[src/common/tinker_pkg.sv]
`default_nettype none

package tinker_pkg;

    typedef logic [63:0] word_t;
    typedef logic [31:0] instr_t;
    typedef logic [4:0]  reg_addr_t;

    localparam word_t INSTR_BYTES = 64'd4;

    // Encodings follow the Tinker ISA, gaps are opcodes this core does not implement
    typedef enum logic [4:0] {
        OP_AND     = 5'h00,
        OP_OR      = 5'h01,
        OP_XOR     = 5'h02,
        OP_NOT     = 5'h03,
        OP_SHFTR   = 5'h04,
        OP_SHFTRI  = 5'h05,
        OP_SHFTL   = 5'h06,
        OP_SHFTLI  = 5'h07,
        OP_BR      = 5'h08,
        OP_BRRI    = 5'h0a,
        OP_BRNZ    = 5'h0b,
        OP_BRGT    = 5'h0e,
        OP_PRIV    = 5'h0f,
        OP_MOV_MEM = 5'h10,
        OP_MOV_REG = 5'h11,
        OP_MOV_LIT = 5'h12,
        OP_MOV_STR = 5'h13,
        OP_ADD     = 5'h18,
        OP_ADDI    = 5'h19,
        OP_SUB     = 5'h1a,
        OP_SUBI    = 5'h1b
    } opcode_e;

    typedef enum logic [1:0] {
        FWD_REG = 2'd0,
        FWD_EX  = 2'd1,
        FWD_MEM = 2'd2
    } fwd_src_e;

    typedef struct packed {
        word_t  pc;
        instr_t instr;
    } fetch_t;

    typedef struct packed {
        logic reg_write;
        logic mem_read;
        logic mem_write;
        logic is_branch;
        logic halt;
    } ctrl_t;

    typedef struct packed {
        word_t     pc;
        opcode_e   opcode;
        reg_addr_t rd;
        word_t     a;
        word_t     b;
        word_t     c;
        word_t     literal;
        ctrl_t     ctrl;
    } de_ex_t;

    typedef struct packed {
        reg_addr_t rs;
        reg_addr_t rt;
        reg_addr_t rd;
    } src_regs_t;

    typedef struct packed {
        reg_addr_t addr;
        logic      reg_write;
        logic      mem_read;
    } dest_t;

    typedef struct packed {
        fwd_src_e a;
        fwd_src_e b;
        fwd_src_e c;
    } fwd_sel_t;

    typedef struct packed {
        logic      enable;
        reg_addr_t addr;
        word_t     data;
    } writeback_t;

    typedef struct packed {
        logic  taken;
        word_t target;
    } redirect_t;

    typedef struct packed {
        word_t addr;
        word_t wdata;
        logic  write;
    } dmem_req_t;

    typedef struct packed {
        word_t result;
        word_t mem_addr;
        word_t store_data;
        logic  taken;
        word_t target;
        logic  halt;
    } alu_out_t;

endpackage

`default_nettype wire

[src/verilog/fetch_stage.sv]
`timescale 1ns/1ps
`default_nettype none

module fetch_stage #(
    parameter tinker_pkg::word_t RESET_PC = 64'h2000
) (
    input  wire                    clk,
    input  wire                    reset,
    input  wire                    stall,
    input  tinker_pkg::redirect_t  redirect,
    output tinker_pkg::word_t      imem_addr,
    input  tinker_pkg::instr_t     imem_data,
    output tinker_pkg::fetch_t     fetched
);

    // PRIV with a nonzero literal decodes to no control at all
    localparam tinker_pkg::instr_t NOP_INSTR = {tinker_pkg::OP_PRIV, 15'd0, 12'd1};

    tinker_pkg::word_t pc;

    assign imem_addr = pc;

    always_ff @(posedge clk or posedge reset) begin
        if (reset) begin
            pc <= RESET_PC;
        end else if (redirect.taken) begin
            pc <= redirect.target;
        end else if (!stall) begin
            pc <= pc + tinker_pkg::INSTR_BYTES;
        end
    end

    always_ff @(posedge clk or posedge reset) begin
        if (reset) begin
            fetched <= {64'd0, NOP_INSTR};
        end else if (redirect.taken) begin
            fetched <= {64'd0, NOP_INSTR};
        end else if (!stall) begin
            fetched <= {pc, imem_data};
        end
    end

endmodule

`default_nettype wire

[config.mk]
export PLATFORM = sky130hd
export DESIGN_NAME = fetch_stage
export DESIGN_NICKNAME = d
export VERILOG_FILES = /design/src/common/tinker_pkg.sv /design/src/verilog/fetch_stage.sv
export SDC_FILE = /design/constraint.sdc
export NUM_CORES = 1
export LEC_CHECK = 0
export ABC_AREA = 1
export BUFFER_PORTS_ARGS = -buffer_cell sky130_fd_sc_hd__buf_2
export CORE_ASPECT_RATIO = 0.8
export CORE_UTILIZATION = 51
export DETAILED_ROUTE_END_ITERATION = 16
export PLACE_DENSITY = 0.8
export SYNTH_ARGS = -nofsm -noshare
export SYNTH_HDL_FRONTEND = slang
export SYNTH_SLANG_ARGS = --single-unit
[constraint.sdc]
create_clock -name clk -period 6.85 [get_ports clk]
set_input_delay 2.055 -clock clk [delete_from_list [all_inputs] [get_ports clk]]
set_output_delay 2.055 -clock clk [all_outputs]
set_load 0.01 [all_outputs]
# Word level (Yosys, flattened, before mapping)
# Cells that the tools add are included.
# W data, S select, Z words.
[classes]
order_cmp = 0
multipliers = 0
n_mux = 4
n_addsub = 1
bitwise = 0
reduce_logical = 0
n_eq_ne = 1
shifts = 0
n_div = 0
[ops]
columns = ["op", "count"]
rows = [
  ["$mux W96", 2],
  ["$mux W64", 2],
  ["$add A64 B3 Y64 const B", 1],
  ["$ne A2 B1 Y1 const B", 1],
]
[totals]
reg_bits = 160
word_cells = 9
out_inout_bits = 160
latchBits = 0
ramBits = 0
rom_bits = 0
mem_count = 0

# Longest topological paths before layout
[depth]
depth_word = 3
depth_mapped = 12
depth_no_buf = 11

# Worst setup path before layout
# OpenSTA, ideal clock, no wires.
[synth_path]
path_type = "input port to flip-flop"
from = "in redirect[64] (netlist name)"
to = "reg fetched[55] (netlist name)"
required_ns = 6.767
stages = 6
path_slack_ns = 3.755
setup_time_ns = 0.083
arrival_ns = 3.012
path_cell_list = "buf_2 nor2_1 buf_2 buf_1 nand2_1 o21ai_0"
[synth_between]
elab_chain_cells = 1
word_cells_on_any_way = 2
cone_classes = "eq/ne: 1; mux: 1"
[synth_lines]
columns = ["item", "line_no", "rtl"]
rows = [
  ["start: declaration", "fetch_stage.sv:10", "input tinker_pkg::redirect_t redirect,"],
  ["$ne A2 B1 Y1 (no line) / $mux W96 (equally long branches)", "n/a", ""],
  ["end signal: assignment", "fetch_stage.sv:35", "fetched <= {64'd0, NOP_INSTR};"],
  ["end signal: assignment", "fetch_stage.sv:37", "fetched <= {64'd0, NOP_INSTR};"],
  ["end signal: assignment", "fetch_stage.sv:39", "fetched <= {pc, imem_data};"],
  ["end: declaration", "fetch_stage.sv:13", "output tinker_pkg::fetch_t fetched"],
]
# Several ways; a longest one is shown, not always the timed one.
# A chain may end at the register's enable or synchronous reset.

# Worst setup path after layout
[layout_path]
from = "in redirect[64] (netlist name)"
to = "reg pc[61] (netlist: imem_addr[61])"
[layout_between]
elab_chain_cells = 1
word_cells_on_any_way = 2
cone_classes = "eq/ne: 1; mux: 1"
[layout_lines]
columns = ["item", "line_no", "rtl"]
rows = [
  ["$ne A2 B1 Y1 (no line) / $mux W64 (equally long branches)", "n/a", ""],
  ["end signal: assignment", "fetch_stage.sv:27", "pc <= redirect.target;"],
  ["end signal: assignment", "fetch_stage.sv:29", "pc <= pc + tinker_pkg::INSTR_BYTES;"],
  ["end: declaration", "fetch_stage.sv:19", "tinker_pkg::word_t pc;"],
]
# Several ways; a longest one is shown, not always the timed one.

==> flow_summary.yaml <==
pwr:
  clock_power_share_pct: 39.5
  comb_power_share_pct: 15.5
  ir_worst_vdd_mv: 0.156
  pwr_density_cell_mw_per_mm2: 241
  p_switching_uw: 759
  static-leakage-power_nw: 5.23
  cellInternalPower_mw: 1.71
  p_sw_share_pct: 30.7
  power.share.sequential_pct: 44.9
  power.total_mw: 2.47
floorplanning:
  die_w_um: 144
  io-pin-count: 260
  die_h_um: 116
  start_util_pct: 52.3
  placementRows: 41
  core_area_mm2: 0.0158
  die_area_mm2: 0.0167
setup_path:
  worst_r2r_startpoint: "imem_addr[44]"
  critical_path.cell_chain: "buf_2 -> buf_4 -> inv_1 -> nand2_1 -> nor2_1 -> nand2_1 -> nor2_1 -> nand2_1 -> nor2_1 -> nand2_1 -> nand2_1 -> nand3_1 -> nand2_1"
  worst_setup_path_start_kind: "input pin"
  timing.critical_path.arrival_ns: 4.00
  worst_path_max_delay_cell: "buf_4"
  critical-path-top-delay-family: "buffers and inverters"
  cp-end-kind: "flop"
  worst_r2r_path_depth: 7
  crit_path_max_fanout: 70
  rrSetupSlack_ns: 4.52
  worst-setup-path-type: "in -> reg"
  cell_seen_most_often_among_critical_path_stages: "nand2_1"
  cp_buf_inv_count: 3
  critical-path-max-stage-delay_ns: 0.65
  worst-endpoint-required_ns: 7.17
  timing.critical_path.depth: 13
  crit-reg2reg-capture: "imem_addr[62]"
timing:
  layout_setup_ws_ns: 3.17
  layout_min_cycle_time_ns: 3.68
  period_share_pct: 53.7
  clock_skew_ns: 0.00616
  finalSetupViolations: 0
  hold_ws_ns: 0.476
  slew-limit-headroom_pct: 27.1
  setup_repair_after_global_routing_missed_its_margin: "false"
  slew_violations: 0
  fin_tns_setup_ns: 0
  timing_worst_slew_pin_value_ns: 1.09
  finalHoldViolCount: 0
  clock.fmax_ghz: 0.272
grt:
  global_route.overflow_total: 0
  grt_antenna_before_repair: 1
  first_global_vias: 7661
  gr-usage-all-layers_pct: 33.0
  grt_start_max_net_pins: 114
  first_pass_grt_wire_length_um: 41400
placement:
  dpl-instance-area_mm2: 0.00967
  half_perimeter_wire_length_after_placement_um: 19100
  post-place-cells: 1491
  post-place-ws_ns: 2.76
  portBuffers: 259
  last_weighted_congestion_value_of_the_routability_driven_placer: 0.998
clock_network:
  cts_tree: "yes"
  cts_root_buffer: "clkbuf_16"
  cts_resized: 0
  cts_hold_buf: 0
  clk_pin_slew_ns: 0.06
  cts_buffers: 17
  tritoncts_num_sinks: 160
  clock_tree.buffer_depth: 2
  postCtsSetupRepairBufs: 0
  clk_latency_ns: 0.43
  htree_levels: 4
layout:
  multi_input_comb_area_mm2: 0.00359
  area_of_all_sequential_standard_cells_mm2: 0.00401
  fillerInstances: 1424
  final_cell_area_mm2: 0.0103
  postLayoutCoreUtil_pct: 65.0
  final_net_count: 1396
  share_of_layout_cells_above_drive_strength_1_pct: 25.5
  final_std_cells_w_o_fill: 1524
  area_delta_synth_final_pct: 24.3
routing:
  dr.pass1.iters: 8
  total_via_count_after_detailed_routing: 8463
  route.detailed.drc: 0
  vias_per_cell: 5.55
  wirelength_um: 26800
  routed_wire_length_per_instance_um: 17.6
  drt.antenna.violating_nets: 0
  dr.first_iter.drc_count: 857
synth:
  synth-xor-area-share_pct: 0.742
  simple_gate_share_of_the_synthesized_area_pct: 28.7
  synth.mux.area_fraction_pct: 0
  netlist_area_mm2: 0.00826
  ys_top_cells_by_area: "dfrtp_1 (47%), nand2_1 (13%), o21ai_0 (5.6%)"
  yosys.area_share.adder_pct: 0.151
  synth_compound_area_share_pct: 13.7
  synth_fp_nets: 1158
  post-synth-top-area-cell: "dfrtp_1"
  ys_types: 38
  async_flop_share_pct: 100
  sequential_fraction_of_the_synthesis_area_pct: 48.5
  ys_top_cells_by_count: "nand2_1 (294), dfrtp_1 (154), inv_1 (121)"
  number_of_instances_in_the_synthesized_netlist: 1057
  netlist.area_leader.share_pct: 46.6
  synth-edff-count: 0
  synth_top_family_by_area: "simple AND/OR/NAND/NOR gates"
  ff_latch_count_synth: 160
  ys.warnings.count: 0
  synth.most_common_cell: "nand2_1"
  synthesis.area_per_instance_um2: 7.82
  synth_ff_type: "dfrtp_1"
hold_path:
  hold_end: "fetched[78]"
  hold_path_class: "reg -> reg"
  worstHoldPathCells: 2
  holdCritStartpoint: "fetched[78]"
flow_run:
  maxCapViolCount: 0
run_status:
  status: "finished clean"
worst max path at each step:
stage                             from             to  slack, ns
after floorplan                  reset    fetched[10]       0.49
after global placement    redirect[64]  imem_addr[61]       2.85
after detailed placement  redirect[64]  imem_addr[61]       2.76
after CTS                 redirect[64]  imem_addr[61]       3.20
after global routing      redirect[64]  imem_addr[61]       2.98
final                     redirect[64]  imem_addr[61]       3.17
power by group through the flow:
stage / registers (mW) / logic (mW) / clock network, mW
detailed placement: 1.12 / 0.382 / 0
global placement: 1.12 / 0.374 / 0
finish: 1.11 / 0.384 / 0.978
CTS: 1.11 / 0.384 / 0.977
global route: 1.12 / 0.427 / 1.01
floorplan: 1.14 / 0.180 / 0
routing by layer:
layer | vias to the layer above | wire (um) | track usage [%]
li1 | 3947 | - | -
met3 | 35 | 2810 | 9.46
met4 | 0 | 493 | 9.26
met2 | 431 | 11400 | 47.1
met5 | - | 0 | 0
met1 | 4050 | 12000 | 48.8
cell usage in the layout (no fill, tap or decap), types with 11 or more instances in the layout:
cell       netlist  routed
inv_1          121     119
nand4_1         19      19
o2111ai_1       11      11
nor2_1          97      95
nor3_1          11      11
nand3_1         87      87
clkbuf_16        0      17
nand2_1        294     294
dfrtp_1        154     154
o21ai_0         93      93
a22o_1          28      28
buf_2           10     259
area by class of cell:
cell class                 instances  share of cell area [%]
sequential                       160                    39.1
multi-input combinational        729                    34.9
timing repair buffer             265                    13.1
inverter                         122                    4.51
clock buffer                      18                    4.28
tap                              215                    2.62
clock inverter                    14                    1.52
antenna                            1                  0.0244
flip-flops by register name, summed over array words and instances, names as in the netlist:
| register | flops |
|---|---|
| fetched | 96 |
| imem_addr | 64 |
tightest hold or removal path, cell delays in order (launching register included):
cell and delay [ns]:
dfrtp_1 0.34, nand2_1 0.05, nand2_1 0.05
kinds of logic after synthesis:
| family | after synthesis |
|---|---|
| buffers and inverters | 168 |
| XOR/XNOR | 7 |
| adder cells (fa/ha/maj) | 1 |
| AO/OA/AOI/OAI | 177 |
| AND/OR/NAND/NOR | 544 |
| flip-flops | 160 |
Note: power is estimated with default switching activity, not from simulation.
