File: config.mk
export PLATFORM = sky130hd
export DESIGN_NAME = execute_stage
export DESIGN_NICKNAME = d
export VERILOG_FILES = /design/src/common/tinker_pkg.sv /design/src/execute/alu.sv /design/src/execute/execute_stage.sv
export SDC_FILE = /design/constraint.sdc
export NUM_CORES = 2
export LEC_CHECK = 0
export BUFFER_PORTS_ARGS = -buffer_cell sky130_fd_sc_hd__buf_2
export CORE_MARGIN = 1
export CORE_UTILIZATION = 45
export CTS_CLUSTER_DIAMETER = 150
export DETAILED_ROUTE_END_ITERATION = 8
export PLACE_DENSITY_LB_ADDON = 0.3
export RECOVER_POWER = 50
export SYNTH_ARGS = -nofsm -noshare
export SYNTH_HDL_FRONTEND = slang
export SYNTH_SLANG_ARGS = --single-unit
File: constraint.sdc
create_clock -name clk -period 11.4 [get_ports clk]
set_input_delay 2.28 -clock clk [delete_from_list [all_inputs] [get_ports clk]]
set_output_delay 2.28 -clock clk [all_outputs]
set_load 0.02 [all_outputs]
File: src/common/tinker_pkg.sv
`default_nettype none

package tinker_pkg;

    typedef logic [63:0] word_t;
    typedef logic [31:0] instr_t;
    typedef logic [4:0]  reg_addr_t;

    localparam word_t INSTR_BYTES = 64'd4;

    // Encodings follow the Tinker ISA, gaps are opcodes this core does not implement
    typedef enum logic [4:0] {
        OP_AND     = 5'h00,
        OP_OR      = 5'h01,
        OP_XOR     = 5'h02,
        OP_NOT     = 5'h03,
        OP_SHFTR   = 5'h04,
        OP_SHFTRI  = 5'h05,
        OP_SHFTL   = 5'h06,
        OP_SHFTLI  = 5'h07,
        OP_BR      = 5'h08,
        OP_BRRI    = 5'h0a,
        OP_BRNZ    = 5'h0b,
        OP_BRGT    = 5'h0e,
        OP_PRIV    = 5'h0f,
        OP_MOV_MEM = 5'h10,
        OP_MOV_REG = 5'h11,
        OP_MOV_LIT = 5'h12,
        OP_MOV_STR = 5'h13,
        OP_ADD     = 5'h18,
        OP_ADDI    = 5'h19,
        OP_SUB     = 5'h1a,
        OP_SUBI    = 5'h1b
    } opcode_e;

    typedef enum logic [1:0] {
        FWD_REG = 2'd0,
        FWD_EX  = 2'd1,
        FWD_MEM = 2'd2
    } fwd_src_e;

    typedef struct packed {
        word_t  pc;
        instr_t instr;
    } fetch_t;

    typedef struct packed {
        logic reg_write;
        logic mem_read;
        logic mem_write;
        logic is_branch;
        logic halt;
    } ctrl_t;

    typedef struct packed {
        word_t     pc;
        opcode_e   opcode;
        reg_addr_t rd;
        word_t     a;
        word_t     b;
        word_t     c;
        word_t     literal;
        ctrl_t     ctrl;
    } de_ex_t;

    typedef struct packed {
        reg_addr_t rs;
        reg_addr_t rt;
        reg_addr_t rd;
    } src_regs_t;

    typedef struct packed {
        reg_addr_t addr;
        logic      reg_write;
        logic      mem_read;
    } dest_t;

    typedef struct packed {
        fwd_src_e a;
        fwd_src_e b;
        fwd_src_e c;
    } fwd_sel_t;

    typedef struct packed {
        logic      enable;
        reg_addr_t addr;
        word_t     data;
    } writeback_t;

    typedef struct packed {
        logic  taken;
        word_t target;
    } redirect_t;

    typedef struct packed {
        word_t addr;
        word_t wdata;
        logic  write;
    } dmem_req_t;

    typedef struct packed {
        word_t result;
        word_t mem_addr;
        word_t store_data;
        logic  taken;
        word_t target;
        logic  halt;
    } alu_out_t;

endpackage

`default_nettype wire

File: src/execute/alu.sv
`timescale 1ns/1ps
`default_nettype none

module alu (
    input  tinker_pkg::de_ex_t   op,
    output tinker_pkg::alu_out_t out
);

    logic cond;

    always_comb begin
        out        = '0;
        out.target = op.c;
        cond       = 1'b0;
        case (op.opcode)
            tinker_pkg::OP_ADD, tinker_pkg::OP_ADDI: out.result = op.a + op.b;
            tinker_pkg::OP_SUB, tinker_pkg::OP_SUBI: out.result = op.a - op.b;
            tinker_pkg::OP_AND: out.result = op.a & op.b;
            tinker_pkg::OP_OR:  out.result = op.a | op.b;
            tinker_pkg::OP_XOR: out.result = op.a ^ op.b;
            tinker_pkg::OP_NOT: out.result = ~op.a;
            tinker_pkg::OP_SHFTR, tinker_pkg::OP_SHFTRI: begin
                out.result = $signed(op.a) >>> op.b[5:0];
            end
            tinker_pkg::OP_SHFTL, tinker_pkg::OP_SHFTLI: begin
                out.result = op.a << op.b[5:0];
            end
            tinker_pkg::OP_MOV_REG: out.result = op.a;
            tinker_pkg::OP_MOV_LIT: out.result = {op.a[63:12], op.b[11:0]};
            tinker_pkg::OP_MOV_MEM: out.mem_addr = op.a + op.literal;
            // Stores address through rd and take their data from rs
            tinker_pkg::OP_MOV_STR: begin
                out.mem_addr   = op.c + op.literal;
                out.store_data = op.a;
            end
            tinker_pkg::OP_BR: cond = 1'b1;
            tinker_pkg::OP_BRRI: begin
                out.target = op.pc + op.literal;
                cond       = 1'b1;
            end
            tinker_pkg::OP_BRNZ: cond = (op.a != 64'd0);
            tinker_pkg::OP_BRGT: cond = ($signed(op.a) > $signed(op.b));
            tinker_pkg::OP_PRIV: out.halt = op.ctrl.halt;
            default: ;
        endcase
        out.taken = op.ctrl.is_branch && cond;
    end

endmodule

`default_nettype wire

File: src/execute/execute_stage.sv
`timescale 1ns/1ps
`default_nettype none

module execute_stage (
    input  wire                     clk,
    input  wire                     reset,
    input  tinker_pkg::de_ex_t      issued,
    input  wire                     flush,
    input  tinker_pkg::word_t       dmem_rdata,
    output tinker_pkg::word_t       ex_result,
    output tinker_pkg::dest_t       ex_dest,
    output tinker_pkg::writeback_t  wb,
    output tinker_pkg::redirect_t   redirect,
    output tinker_pkg::dmem_req_t   dmem_req,
    output logic                    hlt
);

    tinker_pkg::alu_out_t  alu_o;
    tinker_pkg::alu_out_t  em_alu;
    tinker_pkg::ctrl_t     em_ctrl;
    tinker_pkg::reg_addr_t em_rd;

    alu u_alu (
        .op  (issued),
        .out (alu_o)
    );

    assign ex_result = alu_o.result;
    assign ex_dest   = {issued.rd, issued.ctrl.reg_write, issued.ctrl.mem_read};

    always_ff @(posedge clk or posedge reset) begin
        if (reset) begin
            em_alu  <= '0;
            em_ctrl <= '0;
            em_rd   <= '0;
        end else if (flush) begin
            em_alu  <= '0;
            em_ctrl <= '0;
            em_rd   <= '0;
        end else begin
            em_alu  <= alu_o;
            em_ctrl <= issued.ctrl;
            em_rd   <= issued.rd;
        end
    end

    assign dmem_req = {em_alu.mem_addr, em_alu.store_data, em_ctrl.mem_write};
    assign redirect = {em_alu.taken, em_alu.target};
    assign hlt      = em_alu.halt;

    always_comb begin
        wb.enable = em_ctrl.reg_write;
        wb.addr   = em_rd;
        wb.data   = em_ctrl.mem_read ? dmem_rdata : em_alu.result;
    end

endmodule

`default_nettype wire

## Yosys cells after proc, flatten, opt, wreduce, memory -nomap -nowiden

Index checks and enable logic that the tools add are counted.

| storage, ports and cells | value |
|---|---|
| bits in registers | 266 |
| bits of input ports | 402 |
| logic and storage cells | 60 |

| operators by class | value |
|---|---|
| $add $sub $neg | 5 |
| order comparisons | 1 |
| eq/ne operators | 20 |
| shift-type cells | 2 |
| mux-type cells | 10 |
| bitwise gates (word level) | 4 |
| reductions and logical operators | 8 |

Operators by type and width:

| operator | count |
|---|---|
| 64-bit one-hot mux with 10 select lines | 1 |
| 258-bit two-way mux | 1 |
| 64-bit adder | 4 |
| 64-bit two-way mux | 3 |
| 64-bit one-hot mux with 2 select lines | 1 |
| 64-bit bitwise AND | 1 |
| 64-bit greater-than comparator | 1 |
| 64-bit inverter | 1 |
| 64-bit bitwise OR | 1 |
| 64-bit nonzero test | 1 |
| 64-bit by 6-bit left shift with 64-bit output | 1 |
| 64-bit by 6-bit >>> shifter with 64-bit output | 1 |
| 64-bit subtractor | 1 |
| 64-bit bitwise XOR | 1 |
| 5-bit == test, second input constant | 8 |
| 5-bit by 4-bit == test with 1-bit output, second input constant | 5 |
| 5-bit by 3-bit == test with 1-bit output, second input constant | 4 |
| 5-bit by 2-bit == test with 1-bit output, second input constant | 2 |
| 5-bit two-way mux | 2 |
| 2-bit OR reduction | 5 |
| 5-bit by 1-bit == test with 1-bit output, second input constant | 1 |
| 5-bit logical NOT | 1 |
| 1-bit one-hot mux with 3 select lines | 1 |
| 1-bit logical AND | 1 |
| 1-bit two-way mux | 1 |

## Logic depth before layout (Yosys ltp)

| logic depth | value |
|---|---|
| word-level depth | 5 |
| gate-level depth with buffers | 20 |

## Hierarchy

A second synthesis with hierarchy kept.

| unflattened totals | value |
|---|---|
| cell total of the unflattened synthesis | 5447 |
| area total of the unflattened synthesis | 39055.0 µm² |

Modules (own cells, without submodules):

| module | times used | cells each | area an instance (µm²) | sequential area each (µm²) |
|---|---|---|---|---|
| alu | 1 | 4612 | 28277.1 | 0.0 |
| execute_stage | 1 | 835 | 10777.8 | 6656.4 |

## Worst setup path before layout

Ideal clock, no wire load.

| timing | value |
|---|---|
| path type | in2out |
| from | input issued[135] (netlist name) |
| to | output ex_result[59] |
| data arrival time | 6.096 ns |
| setup slack | 3.024 ns |
| stages on the path | 17 |
| path buffers | 5 |
| path through | clkbuf_1 -> inv_2 -> buf_1 -> buf_2 -> buf_1 -> ha_1 -> buf_4 -> o21ai_0 -> o21bai_1 -> a211oi_1 -> o2111ai_1 -> a2111oi_0 -> o31ai_1 -> a211oi_1 -> a21o_1 -> o211ai_1 -> nand3_1 |

| on the way | value |
|---|---|
| cells in the longest elaborated chain, start to end | 2 |
| elaborated cells on any way between the ends | 5 |
| those cells by class | 2 x add/sub; 2 x shift; 1 x mux |

Ends and longest elaborated chain:

| element | line | source |
|---|---|---|
| start: declaration | execute_stage.sv:7 | `input tinker_pkg::de_ex_t issued,` |
| 64-bit subtractor (tied with other cells) | alu.sv:17 | `tinker_pkg::OP_SUB, tinker_pkg::OP_SUBI: out.result = op.a - op.b;` |
| 64-bit one-hot mux with 10 select lines * | alu.sv:15 | `case (op.opcode)` |
| end: declaration | execute_stage.sv:10 | `output tinker_pkg::word_t ex_result,` |

Every way passes the cells marked *; elsewhere a longest branch is shown, timed or not.

## Worst setup path in the final report

| timing | value |
|---|---|
| from | input issued[219] (netlist name) |
| to | output ex_result[59] |

Same word-level chain as after synthesis.

==> out/metrics.sh <==
OUTCOME='finished with violations'
FAILED_CHECKS='capacitance limit, slew limit'
INITIAL_UTILIZATION_PCT=45.69
YOSYSTOPAREACELL='dfrtp_1'
SYNTH_FF_TYPE='dfrtp_1'
CTS-RESIZED-GATES=0
SETUP_SLACK_OF_THE_CRITICAL_PATH_AFTER_LAYOUT_PS=1592
CTSROOTBUFFERMASTER='clkbuf_16'
DRT-WIRELENGTH-PER-CELL_UM=34.02
ROUTED_WIRELENGTH_UM=230100
ANTENNA_VIOLATING_NETS_POST_ROUTE=0
WORST-ENDPOINT-REQUIRED_PS=9120
DESIGN.FINAL.NETS=6286
CELL_AREA_AFTER_SYNTHESIS_UM2=39820
PRE_CTS_WORST_SETUP_SLACK_PS=2048
BOUNDARYPINS=738
IR_WORST_VDD_mV=0.1316
WORST_PIN_SLEW_PS=3865
MAXCAPVIOLCOUNT=6
AREA_GROWTH_SYN_TO_LAYOUT_PCT=8.952
POWER_TOTAL_uW=4365
DRTPASS1ITERATIONS=7
TRITONCTS='done'
ANTENNA_VIOLATIONS_BEFORE_REPAIR=30
HTREE_LEVELS=1
GRT_MET1_USAGE_PCT=63.59
TIMING.FINAL.CRIT_SHARE_PCT=86.03
REPORT.FINAL.HOLD_VIOL_COUNT=0
TIMING.CRITICAL_PATH.FANOUT_MAX=14
STDCELL_AREA_UM2=43390
POWER_LEAKAGE_uW=0.01958
YOSYSMOSTFREQUENTCELL='nor2_1'
SYNTHESIS_STAGE_REGISTER_BIT_COUNT=266
DIE_AREA_UM2=89690
SYN-MEAN-INSTANCE-AREA_UM2=7.456
MIN_PERIOD_PS=9808
HOLD_DEPTH=2
PLACED_AREA_UM2=42450
CLKSLEWWORSTSETUPHOLDPATHS_PS=60
FLOORPLAN_DIE_HEIGHT_UM=299.5
PROPORTION_OF_LAYOUT_CELLS_WITH_A_DRIVE_SUFFIX_ABOVE_1_PCT=18.11
SYNTH.YOSYS.SEQ_AREA_SHARE_PCT=16.72
SETUP-TNS-FINAL_PS=0
DRCVIOLATIONCOUNT=0
FINAL.HOLD.WORST_SLACK_PS=1861
GRT_PASS1_VIAS=42752
POSTSYNTHCELLCOUNT=5341
TIMING.CRITICAL_PATH.TO_TYPE='output pin'
DRTITER0DRC=6723
GLOBALROUTE.TOTALOVERFLOW=0
YOSYS-TOP-CELLS-COUNT='593 x nor2_1, 522 x a21oi_1, 502 x nand2_1'
CTS.SINK_COUNT=266
SYNTH.TOP_CELLS.BY_AREA='dfrtp_1 17%, ha_1 10%, mux4_2 6.9%'
GRT.BUSIEST_LAYER='met2'
CLOCK_TREE.BUFFER_DEPTH=3
POST_CTS.REPAIR.SETUP_BUFFERS=0
POWERDENSITY_nW_PER_UM2=100.6
PIN_COUNT_OF_THE_BIGGEST_NET_ENTERING_GLOBAL_ROUTING=75
SETUP_VIOL=0
TRITONCTS.NUM_BUFFERS=31
WORST_HOLD_PATH.ENDPOINT='dmem_req[0]$_DFF_PP0_'
MET2_USAGE_PCT=72.55
FINALWEIGHTEDCONGESTION=1.090
FLOORPLAN.ROWS=108
VIAS_PER_CELL=6.899
POST_SYNTH_NET_TOTAL=6066
STARTPOINT='issued[219]'
FLOORPLAN.DIE.WIDTH_UM=299.5
RELSLEWSLACK_PCT=-157.7
CRITPATHLAUNCHTYPE='input pin'
GRT_FIRST_PASS_WIRELENGTH_UM=318800
SYNTH_ENABLE_FLOP_CELLS=0
CTS_HOLD_BUF=0
GLOBALROUTETOTALUTIL_PCT=49.14
HPWL_UM=184800
NUMPORTBUFFERS=737
YOSYSWARNINGCOUNT=0
PORTION_OF_SYNTHESIZED_CELL_AREA_OCCUPIED_BY_THE_LEADING_CELL_TYPE_PCT=16.72
HOLD_PATH.CLASS='in2reg'
REPORT.FINAL.SLEW_VIOL_COUNT=375
VIA_COUNT=46666
SYNTH_ASYNC_RESET_RATIO_PCT=100.0
FMAXACHIEVABLE_MHz=102.0
SETUP_CP_TYPE='in2out'
TIMING.HOLD.WORST.START='issued[2]'
GR-USAGE-MET3_PCT=13.23
WORST_PATH_ARRIVAL_TIME_PS=7530
RSZ0062_AT_GRT='false'
CORE_REGION_AREA_UM2=87160
SYNTHDISTINCTLIBCELLS=98
per-stage QoR:
stage,instances,util [%]
after floorplan,5341,-
after global placement,6682,48.69
after detailed placement,6682,48.70
after CTS,6737,49.95
after global routing,6748,49.73
final,6764,49.78
logic make-up (layout without fill, tap and decap cells):
family / Yosys count / count (layout) / synth area share, %
mux: 338 / 338 / 12.59
flops: 266 / 266 / 16.72
xor+xnor: 142 / 142 / 3.123
simple gates: 1725 / 1725 / 19.89
compound gates: 1670 / 1670 / 26.97
other cells: 0 / 26 / 0
buf+inv: 877 / 1119 / 10.48
fa+ha+maj: 323 / 323 / 10.22
power breakdown:
| part | internal (uW) | leakage [uW] | switching [uW] | total [uW] |
|---|---|---|---|---|
| clock | 635 | 0.000528 | 454 | 1090 |
| sequential | 981 | 0.00360 | 15.4 | 996 |
| combinational | 709 | 0.0154 | 1570 | 2280 |
| total | 2320 | 0.0196 | 2040 | 4370 |
area by class of cell:
type | instances | area (um2)
Inverter | 243 | 915.9
Fill cell | 8850 | 43770
Multi-Input combinational cell | 4198 | 29090
Antenna cell | 26 | 65.06
Clock buffer | 38 | 832.0
Tap cell | 1155 | 1445
Timing Repair Buffer | 821 | 4123
Sequential cell | 266 | 6658
Clock inverter | 17 | 260.3
worst max-delay path, cell delays in order:
cell and delay (ps):
buf_2 400, inv_1 160, ha_1 630, nand4_1 230
nor3_1 370, nand4_1 200, o2111ai_1 560, a2111oi_0 220
buf_4 190, o31ai_1 1010, a211oi_1 240, a21o_1 230
or4_4 420, nand3_1 170, buf_2 200
worst max-delay path by stage:
stage,to,slack (ps),cells past startpoint
2_1_floorplan,dmem_req[0]$_DFF_PP0_,1790,1
3_3_place_gp,ex_result[59],2040,15
3_5_place_dp,ex_result[59],2050,15
4_1_cts,ex_result[59],1990,15
5_1_grt,ex_result[59],1620,15
6_report,ex_result[59],1590,15
per-layer routing:
metal	vias to the layer above	wire (um)
met5	-	78
met3	757	29510
met2	3779	95910
met4	12	17500
li1	19711	-
met1	22407	87080
flip-flops by register name, summed over array words and instances, names as in the netlist:
register,cells
em_ctrl,1
wb,1
redirect,65
em_rd,5
hlt,1
em_alu,64
dmem_req,129
layout by cell type, fill, tap and decap left out, drive strengths merged, types with 35 or more instances in the layout:
cell / count
a211oi: 93
a21o: 112
a21oi: 522
a221oi: 44
a31oi: 56
and2: 65
buf: 659
clkbuf: 200
dfrtp: 266
ha: 319
inv: 238
mux2: 84
mux2i: 132
mux4: 122
nand2: 502
nand3: 109
nand4: 66
nor2: 595
nor3: 104
nor4: 126
o211ai: 61
o21ai: 371
o21bai: 83
o221ai: 35
o31ai: 35
xnor2: 103
xor2: 39
Power figures use the tool's default switching activity.
