File: config.mk
export PLATFORM = sky130hd
export DESIGN_NAME = pipeline_control
export DESIGN_NICKNAME = d
export VERILOG_FILES = /design/src/common/tinker_pkg.sv /design/src/verilog/pipeline_control.sv
export SDC_FILE = /design/constraint.sdc
export NUM_CORES = 1
export LEC_CHECK = 0
export BUFFER_PORTS_ARGS = -buffer_cell sky130_fd_sc_hd__buf_2
export CELL_PAD_IN_SITES_DETAIL_PLACEMENT = 1
export CELL_PAD_IN_SITES_GLOBAL_PLACEMENT = 2
export CORE_AREA = 5 5 63 77
export DETAILED_ROUTE_END_ITERATION = 6
export DIE_AREA = 0 0 68 82
export PLACE_DENSITY_LB_ADDON = 0.1
export SYNTH_ARGS = -nofsm -noshare
export SYNTH_HDL_FRONTEND = slang
export SYNTH_SLANG_ARGS = --single-unit
File: constraint.sdc
create_clock -name vclk -period 0.85
set_input_delay 0.085 -clock vclk [all_inputs]
set_output_delay 0.085 -clock vclk [all_outputs]
set_load 0.02 [all_outputs]
File: src/common/tinker_pkg.sv
`default_nettype none

package tinker_pkg;

    typedef logic [63:0] word_t;
    typedef logic [31:0] instr_t;
    typedef logic [4:0]  reg_addr_t;

    localparam word_t INSTR_BYTES = 64'd4;

    // Encodings follow the Tinker ISA, gaps are opcodes this core does not implement
    typedef enum logic [4:0] {
        OP_AND     = 5'h00,
        OP_OR      = 5'h01,
        OP_XOR     = 5'h02,
        OP_NOT     = 5'h03,
        OP_SHFTR   = 5'h04,
        OP_SHFTRI  = 5'h05,
        OP_SHFTL   = 5'h06,
        OP_SHFTLI  = 5'h07,
        OP_BR      = 5'h08,
        OP_BRRI    = 5'h0a,
        OP_BRNZ    = 5'h0b,
        OP_BRGT    = 5'h0e,
        OP_PRIV    = 5'h0f,
        OP_MOV_MEM = 5'h10,
        OP_MOV_REG = 5'h11,
        OP_MOV_LIT = 5'h12,
        OP_MOV_STR = 5'h13,
        OP_ADD     = 5'h18,
        OP_ADDI    = 5'h19,
        OP_SUB     = 5'h1a,
        OP_SUBI    = 5'h1b
    } opcode_e;

    typedef enum logic [1:0] {
        FWD_REG = 2'd0,
        FWD_EX  = 2'd1,
        FWD_MEM = 2'd2
    } fwd_src_e;

    typedef struct packed {
        word_t  pc;
        instr_t instr;
    } fetch_t;

    typedef struct packed {
        logic reg_write;
        logic mem_read;
        logic mem_write;
        logic is_branch;
        logic halt;
    } ctrl_t;

    typedef struct packed {
        word_t     pc;
        opcode_e   opcode;
        reg_addr_t rd;
        word_t     a;
        word_t     b;
        word_t     c;
        word_t     literal;
        ctrl_t     ctrl;
    } de_ex_t;

    typedef struct packed {
        reg_addr_t rs;
        reg_addr_t rt;
        reg_addr_t rd;
    } src_regs_t;

    typedef struct packed {
        reg_addr_t addr;
        logic      reg_write;
        logic      mem_read;
    } dest_t;

    typedef struct packed {
        fwd_src_e a;
        fwd_src_e b;
        fwd_src_e c;
    } fwd_sel_t;

    typedef struct packed {
        logic      enable;
        reg_addr_t addr;
        word_t     data;
    } writeback_t;

    typedef struct packed {
        logic  taken;
        word_t target;
    } redirect_t;

    typedef struct packed {
        word_t addr;
        word_t wdata;
        logic  write;
    } dmem_req_t;

    typedef struct packed {
        word_t result;
        word_t mem_addr;
        word_t store_data;
        logic  taken;
        word_t target;
        logic  halt;
    } alu_out_t;

endpackage

`default_nettype wire

File: src/verilog/pipeline_control.sv
`timescale 1ns/1ps
`default_nettype none

module pipeline_control (
    input  tinker_pkg::src_regs_t  src,
    input  tinker_pkg::dest_t      ex_dest,
    input  tinker_pkg::writeback_t wb,
    output tinker_pkg::fwd_sel_t   fwd_sel,
    output logic                   stall
);

    // The younger producer in execute wins over the one in memory/writeback
    function automatic tinker_pkg::fwd_src_e pick_source(
        input tinker_pkg::reg_addr_t  reg_num,
        input tinker_pkg::dest_t      ex_d,
        input tinker_pkg::writeback_t wb_d
    );
        if (ex_d.reg_write && ex_d.addr == reg_num) begin
            return tinker_pkg::FWD_EX;
        end else if (wb_d.enable && wb_d.addr == reg_num) begin
            return tinker_pkg::FWD_MEM;
        end
        return tinker_pkg::FWD_REG;
    endfunction

    always_comb begin
        fwd_sel.a = pick_source(src.rs, ex_dest, wb);
        fwd_sel.b = pick_source(src.rt, ex_dest, wb);
        fwd_sel.c = pick_source(src.rd, ex_dest, wb);
    end

    // Load data only exists in memory/writeback, so a dependent
    // instruction waits one cycle and then takes the FWD_MEM path
    always_comb begin
        stall = ex_dest.mem_read &&
                (ex_dest.addr == src.rs || ex_dest.addr == src.rt);
    end

endmodule

`default_nettype wire

Yosys cells after proc, flatten, opt, wreduce, memory -nomap -nowiden
Index checks and enable logic that the tools add are counted.
{ "totals": {"out_inout_bits": 7, "inputBits": 92, "register_bits": 0, "word_cells": 29} }
{ "classes": {"n_mux": 15, "n_eq_ne": 6, "n_reduce_logical": 8} }
{ "ops": {"columns": ["operator", "n"], "rows": [
  ["$eq 5x5->1", 6],
  ["$mux 2", 9],
  ["$logic_and 1x1->1", 7],
  ["$mux 1", 6],
  ["$logic_or 1x1->1", 1]
]} }

Logic depth before layout (Yosys ltp)
Gate-level depths: netlist of run 1.
{ "depth": {"depth_word": 5, "mapped_depth": 3, "ltp_nobuf": 3} }

Worst setup path before layout of run 1
No wires, ideal clock.
{ "synth_path": {"path_type": "input to output", "startpoint": "input src[1] (netlist bit)", "endpoint": "output fwd_sel[1] (netlist bit)", "path_stages": 3, "path_slack_ns": -0.184, "arrival_time_ns": 0.949, "cell_sequence": "xor2_1 -> nor4_2 -> a311oi_1"} }
{ "synth_lines": {"columns": ["element", "line_no", "source"], "rows": [
  ["start: declaration", "pipeline_control.sv:5", "input tinker_pkg::src_regs_t src,"],
  ["end: declaration", "pipeline_control.sv:8", "output tinker_pkg::fwd_sel_t fwd_sel,"]
]} }

==> metrics.log, run 1 <==
[metrics] outcome: finished with violations
[metrics] violations in the final reports: negative setup slack
[metrics] Hold Violations, Final: 0
[metrics] type of the worst min-delay path: in2out
[metrics] Worst setup SP type: input pin
[metrics] I/O Pins: 99
[metrics] max-cap violations: 0
[metrics] shortest clock period the worst path allows after layout: approximately 1200 ps
[metrics] dpl ws: -393.4 ps
[metrics] Post-Place Cells: 151
[metrics] crit path DAT: 1080 ps
[metrics] number of synthesis warnings: 0
[metrics] Antenna Nets Post-Route: 0
[metrics] detail-routed net length per standard cell: 11.54 um
[metrics] starting density of the core: 0.09569
[metrics] Max stage delay cell, worst path: sky130_fd_sc_hd__nor4_2
[metrics] Worst setup EP type: output port
[metrics] Layout Cells excl Fill: 152
[metrics] delay of the slowest critical-path stage: about 280 ps
[metrics] via count of the first global-routing pass: 606
[metrics] nets@finish: 190
[metrics] die width: 68 um
[metrics] residual DRC count: 0
[metrics] post-detailed-placement half-perimeter wirelength: ~1600 um
[metrics] Peak VDD IR: 0.1472 mV
[metrics] core footprint: 0.004066 mm2
[metrics] die area: about 0.0056 mm2
[metrics] final sequential cell count: 0
[metrics] antenna violations before repair: 0
[metrics] power density relative to cell area: just over 500 mW/mm2
[metrics] number of antenna repair diodes: 0
[metrics] total iterations of the first detailed-routing run: 2
[metrics] total count of max-transition violations in the final report: 0
[metrics] Pleak: roughly 0.46 nW
[metrics] area growth from synthesis to final layout: 200.0%
[metrics] sequential share of the synthesized area: 0
[metrics] Hold Crit Depth: 4
[metrics] maximum fanout along the worst path: 2
[metrics] library cells used by synthesis: 13
[metrics] pin slew with the least headroom to its limit: 223.4 ps
[metrics] post-route fraction of the period consumed by the critical path: 1.365
[metrics] Register Area: 0 um2
[metrics] post-synthesis cell count: 50
[metrics] global-route wire length before repair: approximately 2700 um
[metrics] type of the setup path with the least slack: in2out
[metrics] average footprint of a synthesized cell: 7.782 um2
[metrics] # clk buffers: 0
[metrics] global router's overall resource usage: 0.06252
[metrics] Req. time, crit path: 760 ps
[metrics] first-iteration detailed-routing DRC count: 1
[metrics] worst-path cell chain: buf_8 > xor2_2 > nor4_2 > buf_4 > and3_4 > buf_6
[metrics] Rows: 26
[metrics] post-detailed-routing wire length: roughly 1800 um
[metrics] Syn Nets: 142
[metrics] Slew headroom: 0.8498
[metrics] final weighted congestion in routability-driven placement: 0.6761
[metrics] largest net degree at the start of global routing: 5
[metrics] overall die height: 82 um
[metrics] Filler cells: between 400 and 500
[metrics] total setup violations reported at the end of the flow: 7
[metrics] Max Clock Freq: 0.8620 GHz
[metrics] proportion of layout cells with a drive suffix above 1: 0.7604
[metrics] Post-Syn Area: around 390 um2
[metrics] RSZ-0062 raised after global routing: true
[metrics] quantity of I/O buffers inserted on ports: 35
[metrics] mean number of vias per cell: 3.454
[metrics] Final WS setup: -310.1 ps
[metrics] via total after detailed routing: between 500 and 600
[metrics] sum of overflow across all layers after global routing: 0
[cell type report]
cell class                      instances  area (um2)  share of cell area
Timing Repair Buffer                   46       425.4              0.3644
Multi-Input combinational cell         50       671.9              0.5756
Tap cell                               56       70.07             0.06002
[cell usage in the layout, fill, tap and decap left out, types with 2 or more instances in the layout]
cell,n
sky130_fd_sc_hd__xor2_1,7
sky130_fd_sc_hd__nand3_1,2
sky130_fd_sc_hd__xnor2_1,8
sky130_fd_sc_hd__xnor2_4,8
sky130_fd_sc_hd__nand3_4,2
sky130_fd_sc_hd__o211a_1,2
sky130_fd_sc_hd__nor4_2,3
sky130_fd_sc_hd__buf_2,13
sky130_fd_sc_hd__xnor2_2,2
sky130_fd_sc_hd__buf_8,6
sky130_fd_sc_hd__buf_6,18
sky130_fd_sc_hd__xor2_2,5
sky130_fd_sc_hd__buf_4,9
sky130_fd_sc_hd__nor2_4,2
sky130_fd_sc_hd__and2_1,2
sky130_fd_sc_hd__nand3_2,2
[what timing repair did]
item | CTS | global route
gates resized for setup | 64 | 22
setup endpoints to repair | 7 | 7
pin swaps | 26 | 17
setup buffers | 0 | 1
hold buffers | 0 | 0
[worst paths after layout]
kind,start,endpoint,slack [ps]
max,src[3],fwd_sel[0],-310
min,wb[69],fwd_sel[1],540
[critical path, delay by kind of cell]
| kind | cells | cell delay [ps] |
|---|---|---|
| xor gates and xnor gates | 1 | 160 |
| buffers and inverters | 3 | 370 |
| and+or+nand+nor | 2 | 450 |
[through the flow]
| stage | utilization | instance area (um2) | TNS [ps] | power (mW) | hold slack (ps) |
|---|---|---|---|---|---|
| floorplan | - | 400.4 | -59.24 | 0.1637 | 285.8 |
| global placement | 0.1772 | 720.7 | -2147 | 0.3566 | 537.7 |
| detailed placement | 0.1772 | 720.7 | -2096 | 0.3568 | 529.8 |
| CTS | 0.2529 | 1028 | -1405 | 0.5211 | 540.3 |
| global route | 0.2871 | 1167 | -1654 | 0.6415 | 563.1 |
| finish | 0.2871 | 1167 | -1292 | 0.6011 | 538.8 |
[metal layers]
metal / up-vias / track usage / wire length, um
met2: 23 / 0.1244 / 942
met3: 0 / 0.005472 / 141
met5: - / 0 / 0
li1: 262 / - / -
met1: 240 / 0.07468 / 670
met4: 0 / 0 / 0
[cells in the mapped netlist]
master	number	area [um2]
sky130_fd_sc_hd__and2_1	2	12.51
sky130_fd_sc_hd__xnor2_1	18	157.7
sky130_fd_sc_hd__and3_1	1	6.260
sky130_fd_sc_hd__nor4_2	1	12.51
sky130_fd_sc_hd__nor4_1	2	12.51
sky130_fd_sc_hd__nand4_1	1	6.260
sky130_fd_sc_hd__nor2_1	2	7.510
sky130_fd_sc_hd__o22ai_1	1	6.260
sky130_fd_sc_hd__xor2_1	12	105.1
sky130_fd_sc_hd__o211a_1	2	20.02
sky130_fd_sc_hd__a311oi_1	1	8.760
sky130_fd_sc_hd__nand2_1	1	3.750
sky130_fd_sc_hd__nand3_1	6	30.03
[logic make-up (layout without fill, tap and decap cells)]
kind of cell	after synthesis	after routing	synth area share
buffers and inverters	0	46	0
XOR/XNOR	30	30	0.6752
AND/OR/NAND/NOR	16	16	0.2347
AO/OA/AOI/OAI	4	4	0.09005
[report_power, final]
group / switching [mW] / internal, mW / leakage, nW
logic: 0.259 / 0.342 / 0.465
registers: 0 / 0 / 0
clock network: 0 / 0 / 0
total: 0.259 / 0.342 / 0.465
Power figures use the tool's default switching activity.
==> run 2: changes to the inputs <==
- PLACE_DENSITY: not set -> 0.95
- PLACE_DENSITY_LB_ADDON: 0.1 -> not set
==> run 2 against run 1 <==
Effect of this change: the flow still finishes with violations (negative setup slack); combinational power down 16%; worst setup slack better by 45 ps; critical path depth down 1; sequential cell count unchanged; first-iteration DRC count rose to 4.0 times the previous value; utilization down 3.7 points; highest routed layer is now met4; non-clock buffer count down 5; die area unchanged.
==> metrics.log, run 2 (synthesis gave the netlist of run 1 again) <==
[metrics] outcome: finished with violations
[metrics] violations in the final reports: negative setup slack
[metrics] maximum fanout along the worst path: 2
[metrics] Max stage delay cell, worst path: sky130_fd_sc_hd__nor4_2
[metrics] DP Area: 683.2 um2
[metrics] residual DRC count: 0
[metrics] starting density of the core: 0.09569
[metrics] Layout Cells excl Fill: 147
[metrics] post-detailed-routing wire length: around 2100 um
[metrics] RSZ-0062 raised after global routing: true
[metrics] proportion of layout cells with a drive suffix above 1: 0.7363
[metrics] detail-routed net length per standard cell: 14.44 um
[metrics] total count of max-transition violations in the final report: 0
[metrics] Power, Total: between 0.5 and 0.6 mW
[metrics] antenna violations before repair: 0
[metrics] max-cap violations: 0
[metrics] Req. time, crit path: 760 ps
[metrics] global router's overall resource usage: 0.06804
[metrics] number of antenna repair diodes: 0
[metrics] via count of the first global-routing pass: approximately 650
[metrics] quantity of I/O buffers inserted on ports: 35
[metrics] crit path DAT: 1030 ps
[metrics] dpl ws: -333.6 ps
[metrics] Final WS setup: -264.7 ps
[metrics] post-detailed-placement half-perimeter wirelength: 1664 um
[metrics] via total after detailed routing: 542
[metrics] delay of the slowest critical-path stage: 330 ps
[metrics] Register Area: 0 um2
[metrics] overall die height: 82 um
[metrics] total setup violations reported at the end of the flow: 7
[metrics] commonest non-fill, non-tap cell in the layout: sky130_fd_sc_hd__buf_6
[metrics] die area: 0.005576 mm2
[metrics] Pleak: 0.4319 nW
[metrics] final weighted congestion in routability-driven placement: 0.7064
[metrics] Top Family by Delay on Critical Path: simple AND/OR/NAND/NOR gates
[metrics] first-iteration detailed-routing DRC count: 4
[metrics] Rows: 26
[metrics] shortest clock period the worst path allows after layout: 1115 ps
[metrics] area growth from synthesis to final layout: 161.1%
[metrics] largest net degree at the start of global routing: 5
[metrics] type of the worst min-delay path: in2out
[metrics] total iterations of the first detailed-routing run: 2
[metrics] Max Clock Freq: 0.8971 GHz
[metrics] final sequential cell count: 0
[metrics] mean number of vias per cell: 3.687
[metrics] Hold Violations, Final: 0
[metrics] global-route wire length before repair: 2877 um
[metrics] commonest non-fill, non-tap cells in the layout: 19 x sky130_fd_sc_hd__buf_6, 12 x sky130_fd_sc_hd__buf_2, 10 x sky130_fd_sc_hd__xnor2_2
[metrics] Buffers & Inverters on Critical Path: 2
[metrics] I/O Pins: 99
[metrics] type of the setup path with the least slack: in2out
[metrics] die width: between 60 and 70 um
[metrics] Hold Startpoint: wb[69]
[metrics] nets@finish: ~190
[metrics] Worst setup SP type: input pin
[metrics] worst-path cell chain: buf_8 > xor2_2 > nor4_2 > and3_4 > buf_6
[metrics] Slew headroom: 0.8045
[metrics] Fin Hold WS: roughly 540 ps
[metrics] Peak VDD IR: 0.08814 mV
[metrics] # clk buffers: 0
[metrics] sum of overflow across all layers after global routing: 0
[metrics] Hold Crit Depth: 4
[metrics] Post-Place Cells: approximately 150
[metrics] power density relative to cell area: 496.4 mW/mm2
[metrics] Post-Layout Inst Area: 0.001016 mm2
[metrics] Worst setup EP type: output port
[metrics] Antenna Nets Post-Route: 0
[metrics] Hold EP: fwd_sel[1]
[metrics] core footprint: 0.004066 mm2
[metrics] post-route fraction of the period consumed by the critical path: 1.311
[metrics] pin slew with the least headroom to its limit: 291.2 ps
## run 2: cell type report
type                            count  area (um2)
Multi-Input combinational cell     50       566.8
Fill cell                         469        3050
Timing Repair Buffer               41       379.1
Tap cell                           56       70.07
## run 2: layer usage
metal / vias to the layer above / track usage / wire (um)
li1: 254 / - / -
met4: 0 / 0.01392 / 42
met2: 31 / 0.1581 / 1290
met5: - / 0 / 0
met1: 253 / 0.04700 / 544
met3: 4 / 0.02189 / 245
## run 2: metrics by stage
stage | TNS (ps) | util
final | -1214 | 0.2498
after global routing | -1525 | 0.2498
after CTS | -1128 | 0.2138
after detailed placement | -1938 | 0.1680
after global placement | -1801 | 0.1680
after floorplan | -59.24 | -
## run 2: worst max path at each step
stage / depth (start not counted) / from / endpoint
floorplan: 3 / ex_dest[5] / fwd_sel[0]
global placement: 5 / ex_dest[5] / fwd_sel[0]
detailed placement: 5 / ex_dest[5] / fwd_sel[0]
CTS: 5 / src[0] / fwd_sel[0]
global route: 5 / src[3] / fwd_sel[0]
finish: 5 / src[3] / fwd_sel[0]
## run 2: timing repair
item | CTS | global route
buffers inserted | 1 | 0
hold endpoints to repair | 0 | 0
endpoints found under the setup margin | 7 | 7
hold buffers | 0 | 0
cloned | 0 | 0
pin swaps | 21 | 16
gates resized for setup | 38 | 30
## run 2: report_power, final
part	switching, mW	internal (mW)
logic	0.221	0.283
clock network	0	0
registers	0	0
==> run 3: changes to the inputs <==
--- a/config.mk
+++ b/config.mk
@@ -17 +17,2 @@
 export SYNTH_SLANG_ARGS = --single-unit
+export TNS_END_PERCENT = 5
==> constraint.sdc (replaced) <==
create_clock -name vclk -period 0.85
set_input_delay 0.085 -clock vclk [all_inputs]
set_output_delay 0.085 -clock vclk [all_outputs]
set_load 0.05 [all_outputs]
==> run 3 against run 2 <==
Effect of this change: the run still ends with negative setup slack left; first-iteration DRC count rose to 2.8 times the previous value; worst hold slack gained 41 ps; non-clock buffer count down 1; cell count shrank 0.68%.
==> metrics.log, run 3 (synthesis gave the netlist of run 1 again) <==
[metrics] net switching power figure: 0.2328 mW
[metrics] Antenna Nets Post-Route: 0
[metrics] Worst setup EP type: output port
[metrics] area growth from synthesis to final layout: 130.2%
[metrics] via total after detailed routing: 516
[metrics] nets@finish: 184
[metrics] delay of the slowest critical-path stage: between 300 and 400 ps
[metrics] largest net degree at the start of global routing: 5
[metrics] total iterations of the first detailed-routing run: 2
[metrics] Fin Hold WS: 581.9 ps
[metrics] Internal Power: 0.2272 mW
[metrics] overall die height: just over 80 um
[metrics] Max stage delay cell, worst path: sky130_fd_sc_hd__nor4_2
[metrics] antenna violations before repair: 0
[metrics] proportion of layout cells with a drive suffix above 1: 0.6667
[metrics] Req. time, crit path: 760 ps
[metrics] pin slew with the least headroom to its limit: about 340 ps
[metrics] DP Area: 705.7 um2
[metrics] crit path DAT: 1110 ps
[metrics] Final WS setup: -343.6 ps
[metrics] post-detailed-placement half-perimeter wirelength: 1605 um
[metrics] final weighted congestion in routability-driven placement: 0.7227
[metrics] Switching Share: 0.5061
[metrics] post-route fraction of the period consumed by the critical path: 1.404
[metrics] total count of max-transition violations in the final report: 0
[metrics] Register Area: 0 um2
[metrics] CP startpoint: src[3]
[metrics] commonest non-fill, non-tap cell in the layout: sky130_fd_sc_hd__buf_2
[metrics] mean number of vias per cell: ~3.5
[metrics] outcome: finished with violations
[metrics] first-iteration detailed-routing DRC count: 11
[metrics] Slew headroom: 0.7714
[metrics] core footprint: 0.004066 mm2
[metrics] maximum fanout along the worst path: 2
[metrics] type of the worst min-delay path: in2out
[metrics] # clk buffers: 0
[metrics] residual DRC count: 0
[metrics] post-detailed-routing wire length: between 1500 and 2000 um
[metrics] quantity of I/O buffers inserted on ports: 35
[metrics] Hold Violations, Final: 0
[metrics] I/O Pins: 99
[metrics] Peak VDD IR: around 0.064 mV
[metrics] global router's overall resource usage: 0.06274
[metrics] shortest clock period the worst path allows after layout: 1194 ps
[metrics] violations in the final reports: negative setup slack
[metrics] Flop pwr share: 0
[metrics] Clk network pwr share: 0
[metrics] max-cap violations: 0
[metrics] post-CTS setup-driven buffer insertion count: 0
[metrics] Worst Setup EP: fwd_sel[1]
[metrics] power density relative to cell area: about 500 mW/mm2
[metrics] total setup violations reported at the end of the flow: 7
[metrics] final sequential cell count: 0
[metrics] Worst setup SP type: input pin
[metrics] Max Clock Freq: 0.8378 GHz
[metrics] Filler cells: 471
[metrics] sum of overflow across all layers after global routing: 0
[metrics] via count of the first global-routing pass: 616
[metrics] type of the setup path with the least slack: in2out
[metrics] die width: slightly below 70 um
[metrics] Pleak: roughly 0.37 nW
[metrics] starting density of the core: 0.09569
[metrics] global-route wire length before repair: 2697 um
[metrics] number of antenna repair diodes: 0
[metrics] Post-Layout Inst Area: ~900 um2
[metrics] die area: approximately 0.0056 mm2
[metrics] commonest non-fill, non-tap cells in the layout: 25 x sky130_fd_sc_hd__buf_2, 11 x sky130_fd_sc_hd__xnor2_1, 10 x sky130_fd_sc_hd__xor2_1
[metrics] RSZ-0062 raised after global routing: true
[metrics] Rows: 26
[metrics] Comb pwr share: 1.000
[metrics] detail-routed net length per standard cell: ~12 um
[metrics] worst-path cell chain: buf_8 > xor2_2 > nor4_2 > buf_4 > a311oi_4 > buf_6
## run 3: power by group through the flow
stage / clock (mW) / combinational [mW] / sequential [mW]
after floorplan: 0 / 0.191 / 0
after global placement: 0 / 0.357 / 0
after detailed placement: 0 / 0.364 / 0
final: 0 / 0.460 / 0
after CTS: 0 / 0.422 / 0
after global routing: 0 / 0.490 / 0
## run 3: through the flow
stage	setup TNS (ps)	instances	power, mW	worst slack, ps	util
detailed placement	-2576	146	0.3643	-438.0	0.1735
finish	-1654	146	0.4600	-343.6	0.2203
floorplan	-896.6	50	0.1909	-206.6	-
global placement	-2482	146	0.3574	-417.9	0.1735
global route	-1990	146	0.4899	-387.8	0.2203
CTS	-1701	146	0.4222	-357.7	0.2043
## run 3: what timing repair did
action / in CTS / in global routing
resized for setup: 28 / 11
pin swaps: 14 / 4
setup endpoints to repair: 7 / 7
hold buffers: 0 / 0
## run 3: routing by layer
metal,up-vias,global-route usage,share of wire
met4,0,0,0
met1,239,0.05182,0.29
met2,25,0.1485,0.61
met3,0,0.01094,0.11
met5,-,0,0
li1,252,-,-
## run 3: how the worst min path moves through the flow
| stage | start | end | slack, ps | cells past startpoint |
|---|---|---|---|---|
| 2_1_floorplan | ex_dest[1] | fwd_sel[1] | 340 | 1 |
| 3_3_place_gp | ex_dest[1] | fwd_sel[1] | 610 | 3 |
| 3_5_place_dp | ex_dest[0] | stall | 620 | 4 |
| 4_1_cts | ex_dest[0] | stall | 580 | 4 |
| 5_1_grt | wb[69] | fwd_sel[1] | 600 | 4 |
| 6_report | ex_dest[0] | stall | 580 | 4 |
## run 3: layout make-up
type / instances / area (um2) / share of cell area
timing repair buffer: 40 / 286.5 / 0.3198
multi-input combinational: 50 / 539.3 / 0.6020
tap: 56 / 70.07 / 0.07821
## run 3: worst max-delay path, delay by kind of cell
family / cells / cell delay, ps
AO/OA/AOI/OAI: 1 / 90
XOR/XNOR: 1 / 170
buffers and inverters: 3 / 450
AND/OR/NAND/NOR: 1 / 320
